$ cat config.mk
export PLATFORM = sky130hd
export DESIGN_NAME = led_driver_top
export DESIGN_NICKNAME = d
export VERILOG_FILES = /design/src/verilog/led_panel_pkg.sv /design/src/verilog/frame_loader.sv /design/src/verilog/chain_shifter.sv /design/src/verilog/status_collector.sv /design/src/verilog/led_driver_top.sv
export VERILOG_INCLUDE_DIRS = /design/src /design/src/include
export SDC_FILE = /design/constraint.sdc
export NUM_CORES = 1
export LEC_CHECK = 0
export ABC_AREA = 1
export ABC_CLOCK_PERIOD_IN_PS = 5100
export BUFFER_PORTS_ARGS = -buffer_cell sky130_fd_sc_hd__buf_2
export CAP_MARGIN = 20
export CORE_UTILIZATION = 40
export CTS_CLUSTER_DIAMETER = 80
export DETAILED_ROUTE_END_ITERATION = 7
export GPL_TIMING_DRIVEN = 1
export SLEW_MARGIN = 20
export SYNTH_ARGS = -nofsm -noshare
export SYNTH_HDL_FRONTEND = slang
export SYNTH_SLANG_ARGS = --single-unit
$ cat constraint.sdc
create_clock -name clock_33 -period 5.1 [get_ports clock_33]
set_clock_uncertainty 0.2 [all_clocks]
set_input_delay 0.255 -clock clock_33 [delete_from_list [all_inputs] [get_ports clock_33]]
set_output_delay 0.255 -clock clock_33 [all_outputs]
set_load 0.01 [all_outputs]
$ cat src/include/led_panel_params.svh
`ifndef LED_PANEL_PARAMS_SVH
`define LED_PANEL_PARAMS_SVH

////////////////////////////////////////////////////////////
// Panel geometry
////////////////////////////////////////////////////////////

// Driver chains, one sin line each
`define LED_NUM_CHAINS 4
// Bits per chain word, power of two
`define LED_CHAIN_BITS 16
`define LED_FRAME_BITS (`LED_NUM_CHAINS * `LED_CHAIN_BITS)

// Cycles with gclk held low after the latch
`define LED_BLANKING_CYCLES 16

////////////////////////////////////////////////////////////
// Host status port
////////////////////////////////////////////////////////////

`define LED_WB_DATA_BITS     16
`define LED_WB_ADDR_BITS     2
`define LED_FRAME_COUNT_BITS 16

// Word addresses
`define LED_REG_SELECT   2'd0
`define LED_REG_READBACK 2'd1
`define LED_REG_FRAMES   2'd2

`endif

$ cat src/verilog/led_panel_pkg.sv
`default_nettype none

`include "led_panel_params.svh"

package led_panel_pkg;

  // One chain's worth of panel data
  typedef logic [`LED_CHAIN_BITS-1:0] chain_word_t;

  // Chain index, also the sout_mux value
  typedef logic [$clog2(`LED_NUM_CHAINS)-1:0] chain_sel_t;

  typedef logic [`LED_WB_DATA_BITS-1:0] wb_data_t;
  typedef logic [`LED_WB_ADDR_BITS-1:0] wb_addr_t;

  // Completed frames, wraps
  typedef logic [`LED_FRAME_COUNT_BITS-1:0] frame_count_t;

  typedef enum logic [1:0] {idle, shifting, latching, blanking} loader_state_t;

endpackage

`default_nettype wire

$ cat src/verilog/frame_loader.sv
`timescale 1ns/10ps
`default_nettype none

`include "led_panel_params.svh"

module frame_loader (
  input  wire  clock_33,
  input  wire  nrst,
  input  wire  fb_data,
  input  wire  fb_sync,
  output led_panel_pkg::chain_word_t [`LED_NUM_CHAINS-1:0] chain_words,
  output logic load,
  output logic shift_step,
  output logic frame_done,
  output logic sclk,
  output logic lat,
  output logic gclk
);

  ////////////////////////////////////////////////////////////
  // Frame intake
  ////////////////////////////////////////////////////////////

  logic [$clog2(`LED_FRAME_BITS)-1:0] bit_pos;
  logic [$clog2(`LED_FRAME_BITS)-1:0] cur_pos;
  logic                               collecting;
  logic                               in_frame;
  logic                               last_bit;
  led_panel_pkg::chain_sel_t          chain_idx;
  logic [$clog2(`LED_CHAIN_BITS)-1:0] word_idx;

  led_panel_pkg::chain_word_t [`LED_NUM_CHAINS-1:0] collect;
  led_panel_pkg::chain_word_t [`LED_NUM_CHAINS-1:0] collect_next;

  // A sync always restarts at bit 0
  assign cur_pos  = fb_sync ? '0 : bit_pos;
  assign in_frame = fb_sync | collecting;
  assign last_bit = in_frame && (cur_pos == `LED_FRAME_BITS - 1);

  // Upper bits pick the chain, lower bits count down from the MSB
  assign chain_idx = cur_pos[$clog2(`LED_FRAME_BITS)-1:$clog2(`LED_CHAIN_BITS)];
  assign word_idx  = ~cur_pos[$clog2(`LED_CHAIN_BITS)-1:0];

  always_comb begin
    collect_next = collect;
    collect_next[chain_idx][word_idx] = fb_data;
  end

  always_ff @(posedge clock_33) begin
    if (!nrst) begin
      bit_pos    <= '0;
      collecting <= 1'b0;
      load       <= 1'b0;
    end else begin
      load <= last_bit;
      if (in_frame) begin
        bit_pos    <= cur_pos + 1'b1;
        collecting <= !last_bit;
      end
    end
  end

  // Words leave for the shifters on the last bit, next frame fills behind
  always_ff @(posedge clock_33) begin
    if (in_frame)
      collect <= collect_next;
    if (last_bit)
      chain_words <= collect_next;
  end

  ////////////////////////////////////////////////////////////
  // Shift, latch and blanking sequencer
  ////////////////////////////////////////////////////////////

  led_panel_pkg::loader_state_t state;
  led_panel_pkg::loader_state_t state_next;
  logic phase;
  logic [$clog2(`LED_CHAIN_BITS + `LED_BLANKING_CYCLES)-1:0] seq_cnt;

  always_comb begin
    state_next = state;
    case (state)
      led_panel_pkg::idle: begin
        if (load)
          state_next = led_panel_pkg::shifting;
      end
      led_panel_pkg::shifting: begin
        if (phase && seq_cnt == `LED_CHAIN_BITS - 1)
          state_next = led_panel_pkg::latching;
      end
      led_panel_pkg::latching: begin
        state_next = led_panel_pkg::blanking;
      end
      led_panel_pkg::blanking: begin
        if (seq_cnt == `LED_BLANKING_CYCLES - 1)
          state_next = led_panel_pkg::idle;
      end
      default: state_next = led_panel_pkg::idle;
    endcase
  end

  always_ff @(posedge clock_33) begin
    if (!nrst) begin
      state   <= led_panel_pkg::idle;
      phase   <= 1'b0;
      seq_cnt <= '0;
      gclk    <= 1'b0;
    end else begin
      state <= state_next;
      // gclk runs except through latch and blanking
      if (state_next == led_panel_pkg::latching || state_next == led_panel_pkg::blanking)
        gclk <= 1'b0;
      else
        gclk <= ~gclk;
      if (state_next != state) begin
        phase   <= 1'b0;
        seq_cnt <= '0;
      end else if (state == led_panel_pkg::shifting) begin
        phase <= ~phase;
        if (phase)
          seq_cnt <= seq_cnt + 1'b1;
      end else if (state == led_panel_pkg::blanking) begin
        seq_cnt <= seq_cnt + 1'b1;
      end
    end
  end

  // Low phase sets up sin, high phase is the sclk pulse
  assign shift_step = (state == led_panel_pkg::shifting) && phase;
  assign sclk       = shift_step;
  assign lat        = (state == led_panel_pkg::latching);
  assign frame_done = lat;

endmodule

`default_nettype wire

$ cat src/verilog/chain_shifter.sv
`timescale 1ns/10ps
`default_nettype none

`include "led_panel_params.svh"

module chain_shifter (
  input  wire                              clock_33,
  input  wire                              nrst,
  input  wire led_panel_pkg::chain_word_t  word,
  input  wire                              load,
  input  wire                              shift_step,
  output logic                             sin
);

  ////////////////////////////////////////////////////////////
  // Output shift register, MSB first
  ////////////////////////////////////////////////////////////

  led_panel_pkg::chain_word_t shift_reg;

  // Advances after the sclk high cycle, so the next bit
  // is set up during the following low phase
  always_ff @(posedge clock_33) begin
    if (!nrst) begin
      shift_reg <= '0;
    end else if (load) begin
      shift_reg <= word;
    end else if (shift_step) begin
      shift_reg <= {shift_reg[`LED_CHAIN_BITS-2:0], 1'b0};
    end
  end

  // Current bit on the chain input
  assign sin = shift_reg[`LED_CHAIN_BITS-1];

endmodule

`default_nettype wire

$ cat src/verilog/status_collector.sv
`timescale 1ns/10ps
`default_nettype none

`include "led_panel_params.svh"

module status_collector (
  input  wire                            clock_33,
  input  wire                            nrst,
  input  wire                            sout,
  input  wire                            shift_step,
  input  wire                            frame_done,
  input  wire                            wb_cyc,
  input  wire                            wb_stb,
  input  wire                            wb_we,
  input  wire led_panel_pkg::wb_addr_t   wb_adr,
  input  wire led_panel_pkg::wb_data_t   wb_dat_w,
  output led_panel_pkg::wb_data_t        wb_dat_r,
  output logic                           wb_ack,
  output led_panel_pkg::chain_sel_t      sout_mux
);

  ////////////////////////////////////////////////////////////
  // Readback of the selected chain
  ////////////////////////////////////////////////////////////

  logic                         sout_q;
  led_panel_pkg::chain_word_t   capture;
  led_panel_pkg::chain_word_t   readback;
  led_panel_pkg::frame_count_t  frame_count;

  // Input flop on the returned line, holds the bit seen
  // during the sclk low phase before the chain shifts
  always_ff @(posedge clock_33) begin
    sout_q <= sout;
    if (shift_step)
      capture <= {capture[`LED_CHAIN_BITS-2:0], sout_q};
  end

  always_ff @(posedge clock_33) begin
    if (!nrst) begin
      readback    <= '0;
      frame_count <= '0;
    end else if (frame_done) begin
      readback    <= capture;
      frame_count <= frame_count + 1'b1;
    end
  end

  ////////////////////////////////////////////////////////////
  // Wishbone classic slave
  ////////////////////////////////////////////////////////////

  logic wb_access;

  // Single-cycle ack; the ~wb_ack term keeps a held strobe from
  // being acknowledged twice
  assign wb_access = wb_cyc && wb_stb && !wb_ack;

  always_ff @(posedge clock_33) begin
    if (!nrst) begin
      wb_ack   <= 1'b0;
      sout_mux <= '0;
    end else begin
      wb_ack <= wb_access;
      // Only the select register is writable
      if (wb_access && wb_we && wb_adr == `LED_REG_SELECT)
        sout_mux <= led_panel_pkg::chain_sel_t'(wb_dat_w);
    end
  end

  // Read data lines up with the ack
  always_ff @(posedge clock_33) begin
    if (wb_access) begin
      case (wb_adr)
        `LED_REG_SELECT:   wb_dat_r <= led_panel_pkg::wb_data_t'(sout_mux);
        `LED_REG_READBACK: wb_dat_r <= led_panel_pkg::wb_data_t'(readback);
        `LED_REG_FRAMES:   wb_dat_r <= led_panel_pkg::wb_data_t'(frame_count);
        default:           wb_dat_r <= '0;
      endcase
    end
  end

endmodule

`default_nettype wire

$ cat src/verilog/led_driver_top.sv
`timescale 1ns/10ps
`default_nettype none

`include "led_panel_params.svh"

module led_driver_top (
  input  wire                            clock_33,
  input  wire                            nrst,
  input  wire                            fb_data,
  input  wire                            fb_sync,
  input  wire                            sout,
  input  wire                            wb_cyc,
  input  wire                            wb_stb,
  input  wire                            wb_we,
  input  wire led_panel_pkg::wb_addr_t   wb_adr,
  input  wire led_panel_pkg::wb_data_t   wb_dat_w,
  output wire [`LED_NUM_CHAINS-1:0]      sin,
  output wire                            sclk,
  output wire                            lat,
  output wire                            gclk,
  output wire led_panel_pkg::chain_sel_t sout_mux,
  output wire led_panel_pkg::wb_data_t   wb_dat_r,
  output wire                            wb_ack
);

  wire led_panel_pkg::chain_word_t [`LED_NUM_CHAINS-1:0] chain_words;
  wire load;
  wire shift_step;
  wire frame_done;

  ////////////////////////////////////////////////////////////
  // Framebuffer intake and sequencing
  ////////////////////////////////////////////////////////////

  frame_loader frame_loader_inst (
    .clock_33    (clock_33),
    .nrst        (nrst),
    .fb_data     (fb_data),
    .fb_sync     (fb_sync),
    .chain_words (chain_words),
    .load        (load),
    .shift_step  (shift_step),
    .frame_done  (frame_done),
    .sclk        (sclk),
    .lat         (lat),
    .gclk        (gclk)
  );

  // One shifter per driver chain, all on the shared sclk
  for (genvar i = 0; i < `LED_NUM_CHAINS; i++) begin : g_chain
    chain_shifter chain_shifter_inst (
      .clock_33   (clock_33),
      .nrst       (nrst),
      .word       (chain_words[i]),
      .load       (load),
      .shift_step (shift_step),
      .sin        (sin[i])
    );
  end

  ////////////////////////////////////////////////////////////
  // Host status port
  ////////////////////////////////////////////////////////////

  status_collector status_collector_inst (
    .clock_33   (clock_33),
    .nrst       (nrst),
    .sout       (sout),
    .shift_step (shift_step),
    .frame_done (frame_done),
    .wb_cyc     (wb_cyc),
    .wb_stb     (wb_stb),
    .wb_we      (wb_we),
    .wb_adr     (wb_adr),
    .wb_dat_w   (wb_dat_w),
    .wb_dat_r   (wb_dat_r),
    .wb_ack     (wb_ack),
    .sout_mux   (sout_mux)
  );

endmodule

`default_nettype wire

==> summary.md, run 1 <==
| Metric | Value |
|---|---|
| Largest net degree at the start of global routing | `74` |
| Yosys warnings | `0` |
| Gr usage total | `0.169` |
| Hold Vio Cnt, Final | `0` |
| Antenna cells | `0` |
| Most used DFF post-synth | `edfxtp_1` |
| Post-Synthesis Cell Area | `10,900 sq um` |
| ANT nets after route | `0` |
| Design area | `12,400 sq um` |
| Slew margin rel. | `0.368` |
| CP max FO | `51` |
| Clk pin slew, worst setup/hold paths | `~0.060 ns` |
| Fin. max-slew vios | `0` |
| Num rows | `60` |
| Vias in the first global route | `7,399` |
| Clock tree buffer depth | `3` |
| Drt first-iter violations | `460` |
| DR WL met2 | `10,900 um` |
| Initial core utilization | `0.407` |
| Total Power Consumption | `4.75 mW` |
| Filler cell count | `around 2,500` |
| Achievable Freq | `325 MHz` |
| Detail Route met3 WL | `around 1100 um` |
| Total CTS buffers | `30` |
| Worst R2R Start | `frame_loader_inst.bit_pos[0]` |
| WS Path Type | `input port to register` |
| Die width | `~170 um` |
| Syn avg cell area | `between 9 and 10 sq um` |
| Port Buf Inserts | `37` |
| First-pass GRT wire length | `roughly 39,000 um` |
| Period utilization | `0.604` |
| Setup TNS Final | `0 ns` |
| Most frequent cells in the layout | `nand2_1 (319), edfxtp_1 (160), dfxtp_1 (116)` |
| Post-synth EDFFs | `160` |
| Crit start category | `input port` |
| DIE AREA | `between 20,000 and 30,000 sq um` |
| Highest metal used | `met4` |
| Cell Chain, Critical Path | `dlygate4sd3_1, buf_2, inv_2, nand2_1, inv_1, ha_1, inv_1, nor2_1, nand3_1, nor2_4, buf_4` |
| Cell Area, Placed | `11,300 sq um` |
| Max IR drop VDD | `226 uV` |
| GP Congestion | `between 0.8 and 0.9` |
| Core box area | `26,900 sq um` |
| Pre-antenna DRT Iters | `4` |
| Outcome | `finished clean` |
| Clock Sinks | `277` |
| Tightest Pin Transition | `0.946 ns` |
| Wire length per cell | `15.5 um` |
| Share of cells above drive strength 1 | `0.102` |
| Register bit total from synthesis | `277` |
| Synth Instances | `between 1,000 and 1,500` |
| Worst skew pair latency | `0.54 ns` |
| Die H | `167 um` |
| Drt drc | `0` |
| Commonest non-fill, non-tap cell in the layout | `nand2_1` |
| Crit path largest cell delay | `0.67 ns` |
| Final HPWL DP | `13,300 um` |
| Synth cell types | `28` |
| Sequential share of the synthesized area | `0.653` |
| Routed vias | `7,723` |
| MaxCap Viol Count | `0` |
| Critical Path Source | `fb_sync` |
| Post-cts resize count | `0` |
| Worst path slowest cell | `buf_4` |
| # IOs | `52` |
| Tightest Hold Check Type | `input port to register` |
| Total Nets Final | `1,175` |
| Worst hold start | `wb_stb` |
| Worst Path Required | `between 5 and 6 ns` |
| Final setup vio count | `0` |
| M1 wire length | `11,000 um` |
| Cell mode on critical path | `inv_1` |
| H-tree level count | `1` |
| CTS root buf | `clkbuf_16` |
| Leakage | `4.34 nW` |
| Routed WL | `23,300 um` |
| Via-to-Cell Ratio | `5.12` |
| RSZ-0062 raised after global routing | `false` |
| Pwr dens | `382 nW/um^2` |
| Syn Nets | `1,144` |
| Worst Setup End Kind | `register` |
| GRT overflow | `0` |
| Initial antenna violation count | `0` |
| WP data arrival | `3.05 ns` |
| Crit path time final | `around 3 ns` |
| CTS tree | `yes` |
| Async S/R FF share, synth | `0` |
| Syn-to-layout area delta | `13.5%` |
-- worst max-delay path, delay by kind of cell --
family | cells | cell delay (ns)
fa+ha+maj | 1 | 0.14
buf+inv | 6 | 1.70
simple gates | 4 | 0.92
-- synth_stat cells (2+ instances only) --
library cell	instances	share of area
a21oi_1	19	0.0087
a31oi_1	60	0.034
buf_1	3	0.0010
buf_2	13	0.0059
buf_4	6	0.0041
buf_6	6	0.0062
clkbuf_1	29	0.010
dfxtp_1	117	0.21
edfxtp_1	160	0.44
ha_1	7	0.0080
inv_1	43	0.015
inv_2	10	0.0034
nand2_1	319	0.11
nand3_1	86	0.039
nand4_1	5	0.0029
nor2_1	93	0.032
nor2_2	7	0.0040
nor2_4	3	0.0031
nor3_1	8	0.0037
o211ai_1	2	0.0014
o21ai_0	60	0.027
o21ai_1	48	0.022
xor2_1	2	0.0016
-- power by group --
group	switching (mW)	internal [mW]	leakage [nW]
registers	0.0163	2.44	2.46
logic	0.103	0.0432	1.39
clock network	0.855	1.29	0.486
total	0.974	3.77	4.34
-- per-layer routing --
metal  track usage  up-vias
li1              -     3873
met1         0.232     3669
met2         0.281      153
met3        0.0251       28
met4        0.0427        0
met5             0        -
-- logic make-up (layout without fill, tap and decap cells) --
| family | after synthesis | after routing | synth area share |
|---|---|---|---|
| buffers and inverters | 110 | 165 | 0.0454 |
| AO/OA/AOI/OAI | 190 | 190 | 0.0945 |
| XOR/XNOR | 2 | 2 | 0.00160 |
| AND/OR/NAND/NOR | 525 | 525 | 0.197 |
| flip-flops | 277 | 277 | 0.653 |
| adder cells (fa/ha/maj) | 7 | 7 | 0.00801 |
-- what timing repair did --
item,4_1_cts,5_1_grt
setup buffers,0,0
hold endpoints to repair,9,0
hold buffers,9,0
-- path summary, 6_finish.rpt --
check / to / slack, ns / depth (start not counted)
setup / recovery: frame_loader_inst.chain_words[0] / 2.02 / 11
hold reg to reg: status_collector_inst.capture[0] / 0.20 / 0
hold / removal: status_collector_inst.wb_ack / 0.07 / 6
setup reg to reg: frame_loader_inst.chain_words[0] / 2.25 / 8
-- cell type report --
type	count	area (sq um)	share of cell area
multi-input combinational	724	3300	0.266
timing repair buffer	56	350	0.0282
clock inverter	12	115	0.00927
tap	341	427	0.0344
inverter	53	199	0.0160
sequential	277	7150	0.576
clock buffer	44	875	0.0704
-- metrics by stage --
step | utilization | hold slack, ns | instances | setup WS, ns
2_1_floorplan | - | 0.0827 | 1111 | 0.704
3_3_place_gp | 0.422 | 0.162 | 1442 | 2.05
3_5_place_dp | 0.422 | 0.162 | 1442 | 2.04
4_1_cts | 0.462 | 0.0566 | 1507 | 1.99
5_1_grt | 0.462 | 0.0823 | 1507 | 1.77
6_report | 0.462 | 0.0712 | 1507 | 2.02
Power figures use the tool's default switching activity.
==> run 2, diff against run 1 <==
- ABC_CLOCK_PERIOD_IN_PS: 5100 -> 2940
- clock period: 5.1 -> 2.94 ns (I/O delays scaled with it)
==> run 2 against run 1 <==
Net effect:
- routed wire length increased by 1.9%
- critical path type is now register to register
- largest power group unchanged
- highest routed layer unchanged
- power increased by 75%
- sequential power increased by 74%
- count of clock-buffer cells in the layout decreased by 8
- register-to-register slack got worse by 1.9 ns
- non-clock buffer count increased by 14
- utilization increased by 0.69 points
- largest cell class unchanged
==> summary.md, run 2 (synthesis gave the netlist of run 1 again) <==
| Metric | Value |
|---|---|
| Worst reg2reg path depth | `6` |
| Clock Sinks | `277` |
| Final setup vio count | `0` |
| Syn-to-layout area delta | `15.2%` |
| Reg2reg end | `status_collector_inst.sout_mux[1]` |
| Design area | `12,600 sq um` |
| Min-Delay Endpoint | `status_collector_inst.wb_dat_r[1]` |
| Filler cell count | `2,467` |
| Worst Path Required | `3.17 ns` |
| Fin worst setup slack | `0.357 ns` |
| Hold Vio Cnt, Final | `0` |
| First-pass GRT wire length | `39,100 um` |
| Clock tree buffer depth | `3` |
| RSZ-0062 raised after global routing | `false` |
| Slew margin rel. | `0.410` |
| WS Path Type | `register to register` |
| Die width | `167 um` |
| Via-to-Cell Ratio | `between 5 and 6` |
| Antenna cells | `0` |
| Worst Setup End Kind | `register` |
| MaxCap Viol Count | `0` |
| H-tree level count | `1` |
| Crit path time final | `2.58 ns` |
| Drt first-iter violations | `roughly 570` |
| Routed vias | `7,802` |
| Tightest Pin Transition | `0.884 ns` |
| ANT nets after route | `0` |
| Drt drc | `0` |
| GRT overflow | `0` |
| Worst hold start | `wb_cyc` |
| Port Buf Inserts | `37` |
| Outcome | `finished clean` |
| Achievable Freq | `387 MHz` |
| Worst R2R Start | `status_collector_inst.wb_ack` |
| Hold path depth | `4` |
| GP Congestion | `approximately 0.81` |
| Pwr dens | `around 660 nW/um^2` |
| Post-route insts no fill | `1,521` |
| Hold Slack | `0.0201 ns` |
| WP data arrival | `2.81 ns` |
| Most frequent cells in the layout | `nand2_1 (319), edfxtp_1 (160), dfxtp_1 (116)` |
| Core box area | `26,900 sq um` |
| Crit start category | `register` |
| Vias in the first global route | `7,474` |
| Leakage | `4.44 nW` |
| CP max FO | `4` |
| Gr usage total | `0.172` |
| Total CTS buffers | `30` |
| Die H | `167 um` |
| Pre-antenna DRT Iters | `5` |
| Worst slack at placement | `~0.65 ns` |
| Tightest Hold Check Type | `input port to register` |
| Initial core utilization | `0.407` |
| CTS root buf | `clkbuf_16` |
| Worst skew pair latency | `between 0.5 and 0.6 ns` |
| Commonest non-fill, non-tap cell in the layout | `nand2_1` |
| Final HPWL DP | `13,800 um` |
| Share of cells above drive strength 1 | `0.112` |
| CTS tree | `yes` |
| Initial antenna violation count | `0` |
| Period utilization | `0.879` |
| Setup TNS Final | `0 ns` |
| Fin. max-slew vios | `0` |
| Num rows | `60` |
| # IOs | `52` |
| Total Nets Final | `1,189` |
| Reg-to-reg slack, setup | `0.36 ns` |
| Max IR drop VDD | `411 uV` |
| Routed WL | `23,700 um` |
| Cell Area, Placed | `~11,000 sq um` |
| DIE AREA | `about 28,000 sq um` |
| Wire length per cell | `roughly 16 um` |
| Placed insts | `1,451` |
| Largest net degree at the start of global routing | `between 60 and 70` |
| Clk pin slew, worst setup/hold paths | `0.06 ns` |
==> run 2: cell count changes in the layout (fill, tap and decap cells not counted), moves of 2 or more <==
cell,delta
buf_12,+4
dlygate4sd3_1,+5
clkinv_2,+4
clkinv_1,+2
clkinv_8,+2
clkbuf_1,-6
buf_4,+5
==> run 2: through the flow <==
stage,power [mW],utilization
global placement,4.60,0.426
global route,8.58,0.469
detailed placement,4.61,0.426
finish,8.31,0.469
CTS,8.38,0.469
floorplan,4.51,-
==> run 2: area by class of cell <==
cell class / instances / area [sq um] / share of cell area
inverters: 53 / 199 / 0.0158
multi-input cells: 724 / 3300 / 0.262
clock buffers: 36 / 813 / 0.0645
clock inverters: 20 / 194 / 0.0154
flip-flops and latches: 277 / 7150 / 0.567
repair buffers: 70 / 518 / 0.0411
well taps: 341 / 427 / 0.0339
==> run 2: layer usage <==
metal	vias up	part of all wire	routed length, um	track usage
met2	161	0.46	10900	0.280
met1	3712	0.48	11400	0.241
met4	0	0.016	369	0.0379
met3	31	0.046	1100	0.0274
met5	-	0	0	0
li1	3898	-	-	-
==> run 2: how the worst max path moves through the flow <==
stage	slack [ns]	end	from
2_1_floorplan	0.33	frame_loader_inst.chain_words[0]	frame_loader_inst.bit_pos[0]
3_3_place_gp	0.67	frame_loader_inst.chain_words[44]	fb_sync
3_5_place_dp	0.65	frame_loader_inst.chain_words[13]	fb_sync
4_1_cts	0.44	status_collector_inst.sout_mux[0]	status_collector_inst.wb_ack
5_1_grt	0.22	status_collector_inst.sout_mux[1]	status_collector_inst.wb_ack
6_report	0.36	status_collector_inst.sout_mux[1]	status_collector_inst.wb_ack
==> run 2: where the power goes <==
group          leakage (nW)  internal (mW)  switching (mW)
Sequential             2.46           4.24          0.0296
Clock                 0.500           2.23            1.54
Combinational          1.48         0.0857           0.182
Total                  4.44           6.56            1.75
==> run 2: critical path, stage by stage (launching register included) <==
cell and delay (ns):
dfxtp_1 0.30, nor2_1 0.37, nand3_1 0.19, o21ai_0 0.23, dlygate4sd3_1 0.59, nor2_1 0.04, dlygate4sd3_1 0.54
==> run 2: timing repair <==
item	CTS	global route
setup endpoints to repair	0	0
hold buffers	14	0
setup buffers	0	0
hold endpoints to repair	46	0
gates resized for setup	0	0
